`config.mk`:
```
export PLATFORM = sky130hd
export DESIGN_NAME = rename_stage
export DESIGN_NICKNAME = d
export VERILOG_FILES = /design/src/rtl/rename_pkg.sv /design/src/rtl/rename_freelist.sv /design/src/rtl/rename_map.sv /design/src/rtl/rename_inflight.sv /design/src/rtl/rename_sub.sv /design/src/rtl/rename_stage.sv
export SDC_FILE = /design/constraint.sdc
export NUM_CORES = 2
export LEC_CHECK = 0
export BUFFER_PORTS_ARGS = -buffer_cell sky130_fd_sc_hd__clkbuf_2
export CAP_MARGIN = 20
export CORE_ASPECT_RATIO = 0.6
export CORE_MARGIN = 2
export CORE_UTILIZATION = 38
export DETAILED_ROUTE_END_ITERATION = 6
export PLACE_DENSITY = 0.63
export SLEW_MARGIN = 20
export SYNTH_ARGS = -nofsm -noshare
export SYNTH_HDL_FRONTEND = slang
export SYNTH_SLANG_ARGS = --single-unit
```
`constraint.sdc`:
```
create_clock -name i_clk -period 9.9 [get_ports i_clk]
set_clock_uncertainty 0.1 [all_clocks]
set_input_delay 0.495 -clock i_clk [delete_from_list [all_inputs] [get_ports i_clk]]
set_output_delay 0.495 -clock i_clk [all_outputs]
set_load 0.1 [all_outputs]
```
`src/rtl/rename_pkg.sv`:
```
/*
 * shared widths and bundle structs for the rename stage
 * rnid and ready fields of the input bundle are ignored
 */
package rename_pkg;

  // --------------------------------------------------
  // sizes
  // --------------------------------------------------
  localparam int DISP_SIZE    = 2;
  localparam int NUM_LOG_REGS = 32;
  localparam int RNID_W       = 6;
  localparam int TGT_BUS_SIZE = 2;
  localparam int NUM_SRC      = 2;
  localparam int REGIDX_W     = $clog2(NUM_LOG_REGS);

  // count of slots per bundle, 0 to DISP_SIZE
  localparam int DISP_CNT_W = $clog2(DISP_SIZE + 1);

  typedef logic [5:0] cmt_id_t;

  typedef enum logic {
    GPR = 1'b0,
    FPR = 1'b1
  } reg_type_t;

  // --------------------------------------------------
  // operand and slot structs
  // --------------------------------------------------
  typedef struct packed {
    logic                valid;
    reg_type_t           typ;
    logic [REGIDX_W-1:0] regidx;
    logic [RNID_W-1:0]   rnid;
    logic                ready;
  } reg_src_t;

  typedef struct packed {
    logic                valid;
    reg_type_t           typ;
    logic [REGIDX_W-1:0] regidx;
    logic [RNID_W-1:0]   rnid;
  } reg_dst_t;

  typedef struct packed {
    logic                      valid;
    logic [31:0]               inst;
    reg_dst_t                  wr_reg;
    reg_src_t [NUM_SRC-1:0]    rd_regs;
  } disp_t;

  // --------------------------------------------------
  // bundles, write-back and commit
  // --------------------------------------------------
  typedef struct packed {
    logic [31:0]             pc_addr;
    logic                    is_br_included;
    disp_t [DISP_SIZE-1:0]   inst;
  } ibuf_pkt_t;

  typedef struct packed {
    logic [31:0]             pc_addr;
    logic                    is_br_included;
    cmt_id_t                 cmt_id;
    disp_t [DISP_SIZE-1:0]   inst;
  } rn_pkt_t;

  typedef struct packed {
    logic              valid;
    reg_type_t         rd_type;
    logic [RNID_W-1:0] rd_rnid;
  } phy_wr_t;

  // entry rnid is the new mapping of the committed destination
  typedef struct packed {
    logic                     valid;
    reg_dst_t [DISP_SIZE-1:0] entry;
  } commit_t;

endpackage

```
`src/rtl/rename_freelist.sv`:
```
/*
 * FIFO of free physical IDs, PHY_REGS-32 entries, reset to 32 upward
 * flush rewinds the head to the committed head
 */
`timescale 1ns/1ps

module rename_freelist #(
  parameter int PHY_REGS = 48
) (
  input  logic                                                    i_clk,
  input  logic                                                    i_reset_n,
  input  logic [rename_pkg::DISP_SIZE-1:0]                        i_alloc_req,
  input  logic [rename_pkg::DISP_SIZE-1:0]                        i_push_valid,
  input  logic [rename_pkg::DISP_SIZE-1:0][rename_pkg::RNID_W-1:0] i_push_rnid,
  input  logic [rename_pkg::DISP_CNT_W-1:0]                       i_commit_cnt,
  input  logic                                                    i_flush,
  output logic [rename_pkg::DISP_SIZE-1:0][rename_pkg::RNID_W-1:0] o_alloc_rnid,
  output logic                                                    o_ready
);
  import rename_pkg::*;

  localparam int FL_SIZE = PHY_REGS - NUM_LOG_REGS;
  localparam int PTR_W   = $clog2(FL_SIZE);
  localparam int CNT_W   = $clog2(FL_SIZE + 1);

  logic [RNID_W-1:0]     r_fifo [FL_SIZE];
  logic [PTR_W-1:0]      r_head;
  logic [PTR_W-1:0]      r_cmt_head;
  logic [PTR_W-1:0]      r_tail;
  logic [CNT_W-1:0]      r_count;
  logic [PTR_W-1:0]      w_push_idx [DISP_SIZE];
  logic [DISP_CNT_W-1:0] w_alloc_cnt;
  logic [DISP_CNT_W-1:0] w_push_cnt;
  logic [PTR_W-1:0]      w_cmt_head_next;

  // pointer increment with wrap, n never exceeds FL_SIZE
  function automatic logic [PTR_W-1:0] ptr_add(input logic [PTR_W-1:0] ptr, input int n);
    int sum;
    sum = int'(ptr) + n;
    if (sum >= FL_SIZE) begin
      sum = sum - FL_SIZE;
    end
    return PTR_W'(sum);
  endfunction

  // lower slot takes the older entry
  always_comb begin
    int alloc_ofs;
    int push_ofs;
    alloc_ofs = 0;
    push_ofs  = 0;
    for (int d = 0; d < DISP_SIZE; d++) begin
      o_alloc_rnid[d] = r_fifo[ptr_add(r_head, alloc_ofs)];
      w_push_idx[d]   = ptr_add(r_tail, push_ofs);
      alloc_ofs += int'(i_alloc_req[d]);
      push_ofs  += int'(i_push_valid[d]);
    end
    w_alloc_cnt = DISP_CNT_W'(alloc_ofs);
    w_push_cnt  = DISP_CNT_W'(push_ofs);
  end

  assign w_cmt_head_next = ptr_add(r_cmt_head, int'(i_commit_cnt));

  always_ff @(posedge i_clk or negedge i_reset_n) begin
    if (!i_reset_n) begin
      for (int i = 0; i < FL_SIZE; i++) begin
        r_fifo[i] <= RNID_W'(NUM_LOG_REGS + i);
      end
      r_head      <= '0;
      r_cmt_head  <= '0;
      r_tail      <= '0;
      r_count     <= CNT_W'(FL_SIZE);
    end else begin
      for (int d = 0; d < DISP_SIZE; d++) begin
        if (i_push_valid[d]) begin
          r_fifo[w_push_idx[d]] <= i_push_rnid[d];
        end
      end
      r_tail      <= ptr_add(r_tail, int'(w_push_cnt));
      r_cmt_head  <= w_cmt_head_next;
      if (i_flush) begin
        // committed head to tail always spans the whole buffer
        r_head  <= w_cmt_head_next;
        r_count <= CNT_W'(FL_SIZE);
      end else begin
        r_head  <= ptr_add(r_head, int'(w_alloc_cnt));
        r_count <= r_count + CNT_W'(w_push_cnt) - CNT_W'(w_alloc_cnt);
      end
    end
  end

  assign o_ready = (r_count >= CNT_W'(DISP_SIZE));

endmodule

```
`src/rtl/rename_map.sv`:
```
/*
 * speculative and commit maps for one register class, identity at reset
 * GPR x0 is never renamed or committed
 */
`timescale 1ns/1ps

module rename_map #(
  parameter rename_pkg::reg_type_t REG_TYPE = rename_pkg::GPR
) (
  input  logic                                               i_clk,
  input  logic                                               i_reset_n,
  input  logic                                               i_fire,
  input  rename_pkg::disp_t [rename_pkg::DISP_SIZE-1:0]      i_bundle,
  input  logic [rename_pkg::DISP_SIZE-1:0][rename_pkg::RNID_W-1:0] i_alloc_rnid,
  input  rename_pkg::commit_t                                i_commit,
  input  logic                                               i_flush,
  output logic [rename_pkg::DISP_SIZE-1:0][rename_pkg::NUM_SRC-1:0][rename_pkg::RNID_W-1:0]
                                                             o_src_rnid,
  output logic [rename_pkg::DISP_SIZE-1:0][rename_pkg::NUM_SRC-1:0] o_src_bypassed,
  output logic [rename_pkg::DISP_SIZE-1:0]                   o_alloc_req,
  output logic [rename_pkg::DISP_SIZE-1:0]                   o_free_valid,
  output logic [rename_pkg::DISP_SIZE-1:0][rename_pkg::RNID_W-1:0] o_free_rnid,
  output logic [rename_pkg::DISP_CNT_W-1:0]                  o_commit_cnt
);
  import rename_pkg::*;

  logic [RNID_W-1:0]    r_spec_map     [NUM_LOG_REGS];
  logic [RNID_W-1:0]    r_cmt_map      [NUM_LOG_REGS];
  logic [RNID_W-1:0]    w_cmt_map_next [NUM_LOG_REGS];
  logic [DISP_SIZE-1:0] w_need_dst;

  function automatic logic is_renamed(input reg_dst_t dst);
    return dst.valid && (dst.typ == REG_TYPE) &&
           !((REG_TYPE == GPR) && (dst.regidx == '0));
  endfunction

  // --------------------------------------------------
  // source lookup with intra-bundle bypass
  // --------------------------------------------------
  always_comb begin
    for (int d = 0; d < DISP_SIZE; d++) begin
      w_need_dst[d] = is_renamed(i_bundle[d].wr_reg);
    end
    for (int d = 0; d < DISP_SIZE; d++) begin
      for (int s = 0; s < NUM_SRC; s++) begin
        o_src_rnid[d][s]     = r_spec_map[i_bundle[d].rd_regs[s].regidx];
        o_src_bypassed[d][s] = 1'b0;
        // latest earlier writer wins
        for (int e = 0; e < d; e++) begin
          if (w_need_dst[e] && (i_bundle[d].rd_regs[s].typ == REG_TYPE) &&
              (i_bundle[e].wr_reg.regidx == i_bundle[d].rd_regs[s].regidx)) begin
            o_src_rnid[d][s]     = i_alloc_rnid[e];
            o_src_bypassed[d][s] = 1'b1;
          end
        end
      end
    end
  end

  assign o_alloc_req = w_need_dst & {DISP_SIZE{i_fire}};

  // --------------------------------------------------
  // commit map update and displaced IDs
  // --------------------------------------------------
  always_comb begin
    int cnt;
    cnt = 0;
    for (int r = 0; r < NUM_LOG_REGS; r++) begin
      w_cmt_map_next[r] = r_cmt_map[r];
    end
    for (int d = 0; d < DISP_SIZE; d++) begin
      o_free_valid[d] = i_commit.valid && is_renamed(i_commit.entry[d]);
      // sees an earlier entry of the same group to the same register
      o_free_rnid[d]  = w_cmt_map_next[i_commit.entry[d].regidx];
      if (o_free_valid[d]) begin
        w_cmt_map_next[i_commit.entry[d].regidx] = i_commit.entry[d].rnid;
        cnt++;
      end
    end
    o_commit_cnt = DISP_CNT_W'(cnt);
  end

  always_ff @(posedge i_clk or negedge i_reset_n) begin
    if (!i_reset_n) begin
      for (int r = 0; r < NUM_LOG_REGS; r++) begin
        r_spec_map[r] <= RNID_W'(r);
        r_cmt_map[r]  <= RNID_W'(r);
      end
    end else begin
      for (int r = 0; r < NUM_LOG_REGS; r++) begin
        r_cmt_map[r] <= w_cmt_map_next[r];
      end
      if (i_flush) begin
        for (int r = 0; r < NUM_LOG_REGS; r++) begin
          r_spec_map[r] <= w_cmt_map_next[r];
        end
      end else begin
        for (int d = 0; d < DISP_SIZE; d++) begin
          if (o_alloc_req[d]) begin
            r_spec_map[i_bundle[d].wr_reg.regidx] <= i_alloc_rnid[d];
          end
        end
      end
    end
  end

endmodule

```
`src/rtl/rename_inflight.sv`:
```
/*
 * one ready bit per physical register of a class
 * write-back ports must already be filtered to this class
 */
`timescale 1ns/1ps

module rename_inflight #(
  parameter int PHY_REGS = 48
) (
  input  logic                                                    i_clk,
  input  logic                                                    i_reset_n,
  input  logic [rename_pkg::DISP_SIZE-1:0]                        i_alloc_valid,
  input  logic [rename_pkg::DISP_SIZE-1:0][rename_pkg::RNID_W-1:0] i_alloc_rnid,
  input  rename_pkg::phy_wr_t [rename_pkg::TGT_BUS_SIZE-1:0]      i_wr,
  input  logic                                                    i_flush,
  input  logic [rename_pkg::DISP_SIZE-1:0][rename_pkg::NUM_SRC-1:0][rename_pkg::RNID_W-1:0]
                                                                  i_lookup_rnid,
  output logic [rename_pkg::DISP_SIZE-1:0][rename_pkg::NUM_SRC-1:0] o_lookup_ready
);
  import rename_pkg::*;

  logic [PHY_REGS-1:0] r_ready;

  always_ff @(posedge i_clk or negedge i_reset_n) begin
    if (!i_reset_n) begin
      r_ready <= '1;
    end else if (i_flush) begin
      r_ready <= '1;
    end else begin
      for (int t = 0; t < TGT_BUS_SIZE; t++) begin
        if (i_wr[t].valid) begin
          r_ready[i_wr[t].rd_rnid] <= 1'b1;
        end
      end
      // a new allocation is pending again
      for (int d = 0; d < DISP_SIZE; d++) begin
        if (i_alloc_valid[d]) begin
          r_ready[i_alloc_rnid[d]] <= 1'b0;
        end
      end
    end
  end

  // same-cycle write-back counts as ready
  always_comb begin
    for (int d = 0; d < DISP_SIZE; d++) begin
      for (int s = 0; s < NUM_SRC; s++) begin
        o_lookup_ready[d][s] = r_ready[i_lookup_rnid[d][s]];
        for (int t = 0; t < TGT_BUS_SIZE; t++) begin
          if (i_wr[t].valid && (i_wr[t].rd_rnid == i_lookup_rnid[d][s])) begin
            o_lookup_ready[d][s] = 1'b1;
          end
        end
      end
    end
  end

endmodule

```
`src/rtl/rename_sub.sv`:
```
/*
 * rename of one register class; fields of other classes come out zero
 * valid and inst of each slot are left to the top level
 */
`timescale 1ns/1ps

module rename_sub #(
  parameter rename_pkg::reg_type_t REG_TYPE = rename_pkg::GPR,
  parameter int                    PHY_REGS = 48
) (
  input  logic                                              i_clk,
  input  logic                                              i_reset_n,
  input  logic                                              i_fire,
  input  rename_pkg::disp_t [rename_pkg::DISP_SIZE-1:0]     i_bundle,
  input  rename_pkg::phy_wr_t [rename_pkg::TGT_BUS_SIZE-1:0] i_phy_wr,
  input  rename_pkg::commit_t                               i_commit,
  input  logic                                              i_flush,
  output logic                                              o_freelist_ready,
  output rename_pkg::disp_t [rename_pkg::DISP_SIZE-1:0]     o_disp_inst
);
  import rename_pkg::*;

  phy_wr_t [TGT_BUS_SIZE-1:0]                          w_wr;
  logic [DISP_SIZE-1:0]                                w_alloc_req;
  logic [DISP_SIZE-1:0][RNID_W-1:0]                    w_alloc_rnid;
  logic [DISP_SIZE-1:0]                                w_free_valid;
  logic [DISP_SIZE-1:0][RNID_W-1:0]                    w_free_rnid;
  logic [DISP_CNT_W-1:0]                               w_commit_cnt;
  logic [DISP_SIZE-1:0][NUM_SRC-1:0][RNID_W-1:0]       w_src_rnid;
  logic [DISP_SIZE-1:0][NUM_SRC-1:0]                   w_src_bypassed;
  logic [DISP_SIZE-1:0][NUM_SRC-1:0]                   w_src_ready;

  // keep only write-backs of this class
  always_comb begin
    for (int t = 0; t < TGT_BUS_SIZE; t++) begin
      w_wr[t]       = i_phy_wr[t];
      w_wr[t].valid = i_phy_wr[t].valid && (i_phy_wr[t].rd_type == REG_TYPE);
    end
  end

  rename_freelist #(.PHY_REGS(PHY_REGS)) u_freelist (
    .i_clk        (i_clk),
    .i_reset_n    (i_reset_n),
    .i_alloc_req  (w_alloc_req),
    .i_push_valid (w_free_valid),
    .i_push_rnid  (w_free_rnid),
    .i_commit_cnt (w_commit_cnt),
    .i_flush      (i_flush),
    .o_alloc_rnid (w_alloc_rnid),
    .o_ready      (o_freelist_ready)
  );

  rename_map #(.REG_TYPE(REG_TYPE)) u_map (
    .i_clk          (i_clk),
    .i_reset_n      (i_reset_n),
    .i_fire         (i_fire),
    .i_bundle       (i_bundle),
    .i_alloc_rnid   (w_alloc_rnid),
    .i_commit       (i_commit),
    .i_flush        (i_flush),
    .o_src_rnid     (w_src_rnid),
    .o_src_bypassed (w_src_bypassed),
    .o_alloc_req    (w_alloc_req),
    .o_free_valid   (w_free_valid),
    .o_free_rnid    (w_free_rnid),
    .o_commit_cnt   (w_commit_cnt)
  );

  rename_inflight #(.PHY_REGS(PHY_REGS)) u_inflight (
    .i_clk          (i_clk),
    .i_reset_n      (i_reset_n),
    .i_alloc_valid  (w_alloc_req),
    .i_alloc_rnid   (w_alloc_rnid),
    .i_wr           (w_wr),
    .i_flush        (i_flush),
    .i_lookup_rnid  (w_src_rnid),
    .o_lookup_ready (w_src_ready)
  );

  // --------------------------------------------------
  // class fields of each slot
  // --------------------------------------------------
  always_comb begin
    for (int d = 0; d < DISP_SIZE; d++) begin
      o_disp_inst[d] = '0;
      if (i_bundle[d].wr_reg.valid && (i_bundle[d].wr_reg.typ == REG_TYPE)) begin
        o_disp_inst[d].wr_reg.valid  = 1'b1;
        o_disp_inst[d].wr_reg.typ    = REG_TYPE;
        o_disp_inst[d].wr_reg.regidx = i_bundle[d].wr_reg.regidx;
        o_disp_inst[d].wr_reg.rnid   = w_alloc_req[d] ? w_alloc_rnid[d] : '0;
      end
      for (int s = 0; s < NUM_SRC; s++) begin
        if (i_bundle[d].rd_regs[s].valid && (i_bundle[d].rd_regs[s].typ == REG_TYPE)) begin
          o_disp_inst[d].rd_regs[s].valid  = 1'b1;
          o_disp_inst[d].rd_regs[s].typ    = REG_TYPE;
          o_disp_inst[d].rd_regs[s].regidx = i_bundle[d].rd_regs[s].regidx;
          o_disp_inst[d].rd_regs[s].rnid   = w_src_rnid[d][s];
          o_disp_inst[d].rd_regs[s].ready  = w_src_ready[d][s] & ~w_src_bypassed[d][s];
        end
      end
    end
  end

endmodule

```
`src/rtl/rename_stage.sv`:
```
/*
 * rename stage top: GPR and FPR rename, one-cycle output register
 * no output ready, the next stage always accepts
 */
`timescale 1ns/1ps

module rename_stage #(
  parameter int PHY_REGS = 48
) (
  input  logic                                               i_clk,
  input  logic                                               i_reset_n,
  input  logic                                               i_ibuf_valid,
  input  rename_pkg::ibuf_pkt_t                              i_ibuf_payload,
  output logic                                               o_ibuf_ready,
  input  logic                                               i_resource_ok,
  input  rename_pkg::cmt_id_t                                i_new_cmt_id,
  input  rename_pkg::phy_wr_t [rename_pkg::TGT_BUS_SIZE-1:0] i_phy_wr,
  input  rename_pkg::commit_t                                i_commit,
  input  logic                                               i_flush,
  output logic                                               o_rn_valid,
  output rename_pkg::rn_pkt_t                                o_rn_payload
);
  import rename_pkg::*;

  logic                  w_gpr_ready;
  logic                  w_fpr_ready;
  logic                  w_fire;
  disp_t [DISP_SIZE-1:0] w_gpr_inst;
  disp_t [DISP_SIZE-1:0] w_fpr_inst;
  disp_t [DISP_SIZE-1:0] w_merge_inst;
  logic                  r_rn_valid;
  logic [31:0]           r_pc_addr;
  logic                  r_is_br_included;
  disp_t [DISP_SIZE-1:0] r_inst;

  assign o_ibuf_ready = i_resource_ok & w_gpr_ready & w_fpr_ready & ~i_flush;
  assign w_fire       = i_ibuf_valid & o_ibuf_ready;

  rename_sub #(.REG_TYPE(GPR), .PHY_REGS(PHY_REGS)) u_gpr_rename (
    .i_clk            (i_clk),
    .i_reset_n        (i_reset_n),
    .i_fire           (w_fire),
    .i_bundle         (i_ibuf_payload.inst),
    .i_phy_wr         (i_phy_wr),
    .i_commit         (i_commit),
    .i_flush          (i_flush),
    .o_freelist_ready (w_gpr_ready),
    .o_disp_inst      (w_gpr_inst)
  );

  rename_sub #(.REG_TYPE(FPR), .PHY_REGS(PHY_REGS)) u_fpr_rename (
    .i_clk            (i_clk),
    .i_reset_n        (i_reset_n),
    .i_fire           (w_fire),
    .i_bundle         (i_ibuf_payload.inst),
    .i_phy_wr         (i_phy_wr),
    .i_commit         (i_commit),
    .i_flush          (i_flush),
    .o_freelist_ready (w_fpr_ready),
    .o_disp_inst      (w_fpr_inst)
  );

  // class fields are disjoint, so OR merges them
  always_comb begin
    for (int d = 0; d < DISP_SIZE; d++) begin
      w_merge_inst[d]       = w_gpr_inst[d] | w_fpr_inst[d];
      w_merge_inst[d].valid = i_ibuf_payload.inst[d].valid;
      w_merge_inst[d].inst  = i_ibuf_payload.inst[d].inst;
    end
  end

  // --------------------------------------------------
  // output register
  // --------------------------------------------------
  always_ff @(posedge i_clk or negedge i_reset_n) begin
    if (!i_reset_n) begin
      r_rn_valid <= 1'b0;
    end else begin
      r_rn_valid <= w_fire;
    end
  end

  always_ff @(posedge i_clk) begin
    if (w_fire) begin
      r_pc_addr        <= i_ibuf_payload.pc_addr;
      r_is_br_included <= i_ibuf_payload.is_br_included;
      r_inst           <= w_merge_inst;
    end
  end

  assign o_rn_valid = r_rn_valid;

  // cmt_id is taken live at the output
  always_comb begin
    o_rn_payload.pc_addr        = r_pc_addr;
    o_rn_payload.is_br_included = r_is_br_included;
    o_rn_payload.cmt_id         = i_new_cmt_id;
    o_rn_payload.inst           = r_inst;
  end

endmodule

```
Word-level counts from Yosys, hierarchy flattened
Cells that the tools add are included.
Storage, ports and cells
  bits in registers: 1272
  input bits: 235
  word-level logic and storage cells: 644
Operators by class
  add/subtract/negate cells: 34
  order comparisons: 60
  equality and inequality tests: 18
  muxes and demuxes: 198
  bitwise gates (word level): 55
  reductions and logical operators: 74
Operators with widths (count)
  192-bit two-way mux: 12
  192-bit bitwise mux: 8
  48-bit two-way mux: 16
  96-bit bitwise mux: 4
  96-bit two-way mux: 4
  6-bit binary-select mux with 5-bit select: 12
  6-bit two-way mux: 48
  48-bit bitwise AND: 4
  48-bit NOT: 4
  48-bit bitwise OR: 4
  6-bit demux with 5-bit select: 4
  14-bit two-way mux: 8
  6-bit by 7-bit less-than comparator with 1-bit output, second input constant: 14
  6-bit binary-select mux with 4-bit select: 4
  6-bit demux with 4-bit select: 4
  6-bit == test: 16
  5-bit greater-or-equal comparator, second input constant: 18
  41-bit bitwise OR: 2
  1-bit logical AND: 66
  4-bit two-way mux: 16
  4-bit by 1-bit subtractor with 4-bit output, second input constant: 14
  13-bit two-way mux: 4
  1-bit binary-select mux with 6-bit select: 8
  6-bit greater-or-equal comparator, second input constant: 8
  other kinds (23): 137

Longest topological paths before layout
  word-level depth: 21
  gate-level depth with buffers: 22
  depth with buffers taken out: 20

Modules after synthesis
Synthesis repeated with hierarchy kept, for this count alone.
Unflattened totals
  cell total of the unflattened synthesis: 8918
  area total of the unflattened synthesis: 94823.4 um^2
By module, submodules not included
  rename_map (u_gpr_rename.u_map): times used 1, cells an instance 3064, area an instance 30255.3 um^2, sequential area each 9809.4 um^2
  rename_map (u_fpr_rename.u_map): times used 1, cells an instance 2966, area an instance 29666.0 um^2, sequential area each 9809.4 um^2
  rename_freelist: times used 2, cells an instance 575, area an instance 7780.0 um^2, sequential area each 2889.0 um^2
  rename_stage: times used 1, cells an instance 273, area an instance 6042.0 um^2, sequential area each 5460.2 um^2
  rename_inflight (u_fpr_rename.u_inflight): times used 1, cells an instance 552, area an instance 5371.4 um^2, sequential area each 1261.2 um^2
  rename_inflight (u_gpr_rename.u_inflight): times used 1, cells an instance 587, area an instance 5361.4 um^2, sequential area each 1261.2 um^2
  rename_sub (u_gpr_rename): times used 1, cells an instance 163, area an instance 1372.6 um^2, sequential area each 0.0 um^2
  rename_sub (u_fpr_rename): times used 1, cells an instance 163, area an instance 1194.9 um^2, sequential area each 0.0 um^2

Worst setup path after synthesis
OpenSTA, ideal clock, no wires.
  path kind: register to register
  from: register u_fpr_rename.u_freelist.r_count[3]
  to: register r_inst, in the netlist o_rn_payload[0] (enable)
  setup time: 0.533 ns
  arrival: 5.491 ns
  required time: 9.267 ns
  path slack: 3.776 ns
  cell stages (with the launch flop): 9
  buffers on the path: 0
  cells stage by stage: dfrtp_1 -> inv_1 -> ha_1 -> nor3b_1 -> o21ai_0 -> nand3_1 -> and4b_1 -> nand2_1 -> inv_1
Between the ends
  word-level cells in the longest chain between the ends: 4
RTL lines
  start, declared: RTL line rename_freelist.sv:30  | logic [CNT_W-1:0] r_count;
  start signal, assigned: RTL line rename_freelist.sv:72  | r_count <= CNT_W'(FL_SIZE);
  start signal, assigned: RTL line rename_freelist.sv:84  | r_count <= CNT_W'(FL_SIZE);
  start signal, assigned: RTL line rename_freelist.sv:87  | r_count <= r_count + CNT_W'(w_push_cnt) - CNT_W'(w_alloc_cnt);
  5-bit by 2-bit greater-or-equal comparator with 1-bit output: RTL line rename_freelist.sv:92  | assign o_ready = (r_count >= CNT_W'(DISP_SIZE));
  1-bit bitwise AND (2 in a row): RTL line rename_stage.sv:36  | assign o_ibuf_ready = i_resource_ok & w_gpr_ready & w_fpr_ready & ~i_flush;
  named net o_ibuf_ready: RTL line rename_stage.sv:14  | output logic o_ibuf_ready,
  1-bit bitwise AND: RTL line rename_stage.sv:37  | assign w_fire = i_ibuf_valid & o_ibuf_ready;
  named net u_fpr_rename.i_fire: RTL line rename_sub.sv:13  | input logic i_fire,
  end signal, assigned: RTL line rename_stage.sv:87  | r_inst <= w_merge_inst;
  end, declared: RTL line rename_stage.sv:34  | disp_t [DISP_SIZE-1:0] r_inst;
The timed path passes the listed nets, and every way through them passes these cells.
A chain may end at the register's enable or synchronous reset.

Worst setup path after layout
  from: register u_fpr_rename.u_freelist.r_count[2]
  to: register u_gpr_rename.u_inflight.r_ready[10]
Between the ends
  word-level cells in the longest chain between the ends: 20
  elaborated cells on any way between the ends: 24
RTL lines
  5-bit by 2-bit greater-or-equal comparator with 1-bit output *: RTL line rename_freelist.sv:92
  1-bit bitwise AND * (2 in a row): RTL line rename_stage.sv:36
  1-bit bitwise AND *: RTL line rename_stage.sv:37
  2-bit bitwise AND *: RTL line rename_map.sv:60  | assign o_alloc_req = w_need_dst & {DISP_SIZE{i_fire}};
  4-bit by 1-bit adder with 5-bit output: RTL line rename_freelist.sv:39  | sum = int'(ptr) + n;
  4-bit by 1-bit subtractor with 4-bit output / 5-bit greater-or-equal comparator (equally long branches): RTL line rename_freelist.sv:41, rename_freelist.sv:40
  4-bit two-way mux: RTL line rename_freelist.sv:40  | if (sum >= FL_SIZE) begin
  4-bit NOT with 5-bit output (implied by the code): RTL line rename_freelist.sv:53  | o_alloc_rnid[d] = r_fifo[ptr_add(r_head, alloc_ofs)];
  [3 not listed]
  6-bit by 7-bit less-than comparator with 1-bit output (implied by the code) / 6-bit by 1-bit greater-or-equal comparator with 1-bit output (equally long branches): RTL line rename_inflight.sv:38  | r_ready[i_alloc_rnid[d]] <= 1'b0;
  1-bit logical AND (implied by the code): RTL line rename_inflight.sv:38
  1-bit two-way mux (implied by the code): RTL line rename_inflight.sv:38
  1-bit demux with 6-bit select: RTL line rename_inflight.sv:38
  48-bit NOT (no source line)
  48-bit bitwise AND (no source line)
  48-bit two-way mux *: RTL line rename_inflight.sv:37  | if (i_alloc_valid[d]) begin
  48-bit two-way mux *: RTL line rename_inflight.sv:27  | end else if (i_flush) begin
  end signal, assigned: RTL line rename_inflight.sv:26  | r_ready <= '1;
  end signal, assigned: RTL line rename_inflight.sv:28  | r_ready <= '1;
  end signal, assigned by index: RTL line rename_inflight.sv:38
  end, declared: RTL line rename_inflight.sv:22  | logic [PHY_REGS-1:0] r_ready;
Every way passes the cells marked *; elsewhere a longest branch is shown, timed or not. The select of a mux whose other input is x is not followed.

==> flow_summary.yaml <==
synth:
  synth_async_sr_flop_share: 0.858
  synth_cells: 9353
  ys_seq_elements: 1272
  syn_nets: 9638
  seq_area_frac_synth: 0.362
  synth-main-ff-cell: "dfrtp_1"
  ys_warn_count: 0
  synth_edf_count: 181
  avgSynthCellArea_um2: 9.85
  synthDistinctLibCells: 88
  synth_area_mm2: 0.0921
status:
  violations: "design-rule violations"
  outcome: "finished, violations left"
timing:
  rsz0062_at_grt: "no"
  holdWs_ns: 0.0127
  finalSetupViolCount: 0
  drv_slew: 0
  finalHoldViolations: 0
  min_period_ns: 6.87
  relSlewSlack: 0.0813
  worstMarginPinSlew_ns: 1.34
  min_period_over_period: 0.694
  fmax_mhz: 146
  setup_tns_ns: 0
grt:
  grt_use_total: 0.360
  grt_overflow_total: 0
  antenna_found_initial: 43
  grt_max_degree: 202
  first_global_vias: 81494
  grt_pass1_wl_um: 632000
pwr:
  sw_frac_of_total: 0.453
  p_leak_uw: 0.0392
  pwr-share-comb: 0.441
  p_clk_frac: 0.236
  seqPwrFrac: 0.324
  p_int_uw: 13100
  ir_drop_uv: 280
  p_switching_uw: 10900
  power.density_mw_per_mm2: 235
floorplan:
  die_w_um: 640
  dieArea_mm2: 0.247
  start_util: 0.384
  num_rows: 139
  io_pins: 424
  dieHeight_um: 385
  core-area_mm2: 0.240
drt:
  routed_wirelength_um: 460000
  avgViaCountPerCell: 6.99
  vias: 88299
  wl_per_cell_um: 36.4
  drt_iter0_drc: 17004
  postRouteAntennaNets: 0
  drt_pass1_iterations: 7
  drc: 44
placed_design:
  gp_congestion: 1.13
  dp_hpwl_um: 328000
  portBuffers: 371
  placed_cell_area_mm2: 0.0964
clocking:
  cts_resized: 0
  cts_sinks: 1272
  cts_made_buffers: 144
  cts_tree: "built"
  cts.reportedPaths.clkPinSlew_ns: 0.07
  insertion_delay_ns: 0.88
  cts-htree-levels: 4
  clock-root-buffer: "clkbuf_16"
  clock_path_buffers: 4
run:
  maxCapViolations: 0
worst_setup_path:
  crit_fanout: 25
  worstPathRequired_ns: 10.56
  crit_arrival_ns: 7.53
  r2r-start: "u_fpr_rename.u_freelist.r_count[2]"
  critPathKind: "register to register"
  rr_worst_depth: 19
  end_kind: "register"
  reg2reg_to: "u_gpr_rename.u_inflight.r_ready[10]"
  critPathLaunchType: "register"
  rrSetupSlack_ns: 3.03
final_layout:
  fin_nets: 9553
  area_delta_synth_final_pct: 11.1
  final_common_cell: "nand2_1"
  final-seq-area_mm2: 0.0334
  fin_area_mm2: 0.102
  final_cell_mix: "nand2_1, o21ai_0, nor2_1, mux2i_1, mux4_2"
  multi_input_area_mm2: 0.0548
  postLayoutCoreUtil: 0.426
  drive_above_1_share: 0.250
  fillCellCount: 22861
min_path:
  whs_path_depth: 2
  min_to: "u_fpr_rename.u_freelist.r_count[3]"
  holdCritStartpoint: "i_flush"
  hp-class: "input pin to register"
==> cell usage after synthesis, types with 77 or more instances <==
| library cell | instances | area share |
|---|---|---|
| buf_1 | 99 | 0.0040 |
| nand3_1 | 226 | 0.012 |
| mux4_2 | 707 | 0.17 |
| a22oi_1 | 85 | 0.0069 |
| a221oi_1 | 214 | 0.020 |
| o21ai_0 | 992 | 0.054 |
| dfrtp_1 | 577 | 0.16 |
| edfxtp_1 | 181 | 0.059 |
| or2_2 | 94 | 0.0064 |
| nor2_1 | 906 | 0.037 |
| dfstp_2 | 514 | 0.15 |
| mux2_2 | 77 | 0.0094 |
| inv_1 | 82 | 0.0033 |
| clkbuf_1 | 693 | 0.028 |
| a21o_1 | 175 | 0.014 |
| a211oi_1 | 78 | 0.0064 |
| buf_2 | 98 | 0.0053 |
| xnor2_1 | 93 | 0.0088 |
| nor3_1 | 99 | 0.0054 |
| a21oi_1 | 592 | 0.032 |
| nand2_1 | 1090 | 0.044 |
| mux2i_1 | 807 | 0.088 |
| a311oi_1 | 133 | 0.013 |
==> worst max-delay path: stages (launching register included) <==
cell and delay (ns):
dfrtp_1 0.40, inv_1 0.10, ha_1 0.14, nor3b_1 0.15, o21ai_0 0.10, nand3_1 0.14
and4b_1 0.54, nand2_1 0.31, or2_2 0.51, inv_1 0.22, buf_4 0.32, ha_1 0.23
ha_1 0.19, buf_4 0.36, mux4_2 0.57, mux4_2 0.50, buf_4 0.29, nor3_1 0.93
a221oi_1 0.26, or2_2 0.36
==> state kept, by name, summed over array words and instances (netlist names), 4 cells and up <==
register / count
o_rn_payload: 148
r_pc_addr: 32
u_fpr_rename.u_freelist.r_cmt_head: 4
u_fpr_rename.u_freelist.r_count: 5
u_fpr_rename.u_freelist.r_fifo: 96
u_fpr_rename.u_freelist.r_head: 4
u_fpr_rename.u_freelist.r_tail: 4
u_fpr_rename.u_inflight.r_ready: 48
u_fpr_rename.u_map.r_cmt_map: 192
u_fpr_rename.u_map.r_spec_map: 192
u_gpr_rename.u_freelist.r_cmt_head: 4
u_gpr_rename.u_freelist.r_count: 5
u_gpr_rename.u_freelist.r_fifo: 96
u_gpr_rename.u_freelist.r_head: 4
u_gpr_rename.u_freelist.r_tail: 4
u_gpr_rename.u_inflight.r_ready: 48
u_gpr_rename.u_map.r_cmt_map: 192
u_gpr_rename.u_map.r_spec_map: 192
==> worst max-delay path by stage <==
stage | slack [ns] | to | cells past startpoint | startpoint
after floorplan | 3.78 | o_rn_payload[0] | 8 | u_fpr_rename.u_freelist.r_count[3]
after global placement | 3.39 | u_gpr_rename.u_inflight.r_ready[8] | 19 | u_fpr_rename.u_freelist.r_count[2]
after detailed placement | 3.30 | u_gpr_rename.u_inflight.r_ready[10] | 19 | u_fpr_rename.u_freelist.r_count[3]
after CTS | 3.26 | u_gpr_rename.u_inflight.r_ready[10] | 19 | u_fpr_rename.u_freelist.r_count[3]
after global routing | 2.89 | u_gpr_rename.u_inflight.r_ready[13] | 19 | u_fpr_rename.u_freelist.r_count[3]
final | 3.03 | u_gpr_rename.u_inflight.r_ready[10] | 19 | u_fpr_rename.u_freelist.r_count[2]
==> power by group through the flow <==
stage	clock, uW	sequential (uW)	combinational, uW
after floorplan	0	7600	5850
after global placement	0	7660	9730
after detailed placement	0	7750	9890
after CTS	5660	7680	9960
after global routing	5890	7850	10700
final	5670	7790	10600
==> cells by family (layout without fill, tap and decap cells) <==
group,after synthesis,count (layout),synth area share
buffers and inverters,1046,1065,0.0484
multiplexers,1610,1610,0.274
adder cells (fa/ha/maj),50,50,0.00761
flip-flops,1272,1272,0.362
AO/OA/AOI/OAI,2520,2520,0.168
other,0,20,0
XOR/XNOR,122,122,0.0116
AND/OR/NAND/NOR,2733,2733,0.128
==> routing by layer <==
| metal | GRT usage | up-vias | routed length, um |
|---|---|---|---|
| met5 | 0.0345 | - | 1330 |
| met4 | 0.129 | 57 | 21400 |
| met3 | 0.238 | 1392 | 91400 |
| met2 | 0.457 | 7784 | 172000 |
| met1 | 0.476 | 44357 | 174000 |
| li1 | - | 34709 | - |
==> metrics by stage <==
| stage | worst slack (ns) | instances | total power [uW] |
|---|---|---|---|
| 2_1_floorplan | 3.78 | 9353 | 13400 |
| 3_3_place_gp | 3.39 | 12248 | 17400 |
| 3_5_place_dp | 3.30 | 12251 | 17600 |
| 4_1_cts | 3.26 | 12606 | 23300 |
| 5_1_grt | 2.89 | 12621 | 24400 |
| 6_report | 3.03 | 12635 | 24100 |
==> repair_timing <==
item / 4_1_cts / 5_1_grt
buffers inserted: 0 / 0
hold endpoints to repair: 168 / 0
hold buffers: 105 / 0
==> layout make-up <==
class / count / share of cell area
timing repair buffer: 729 / 0.0501
clock inverter: 43 / 0.00506
sequential: 1272 / 0.326
clock buffer: 207 / 0.0406
antenna: 20 / 0.000489
inverter: 86 / 0.00323
tap: 3243 / 0.0396
multi-input combinational: 7035 / 0.535
(Power assumes the default switching activity.)
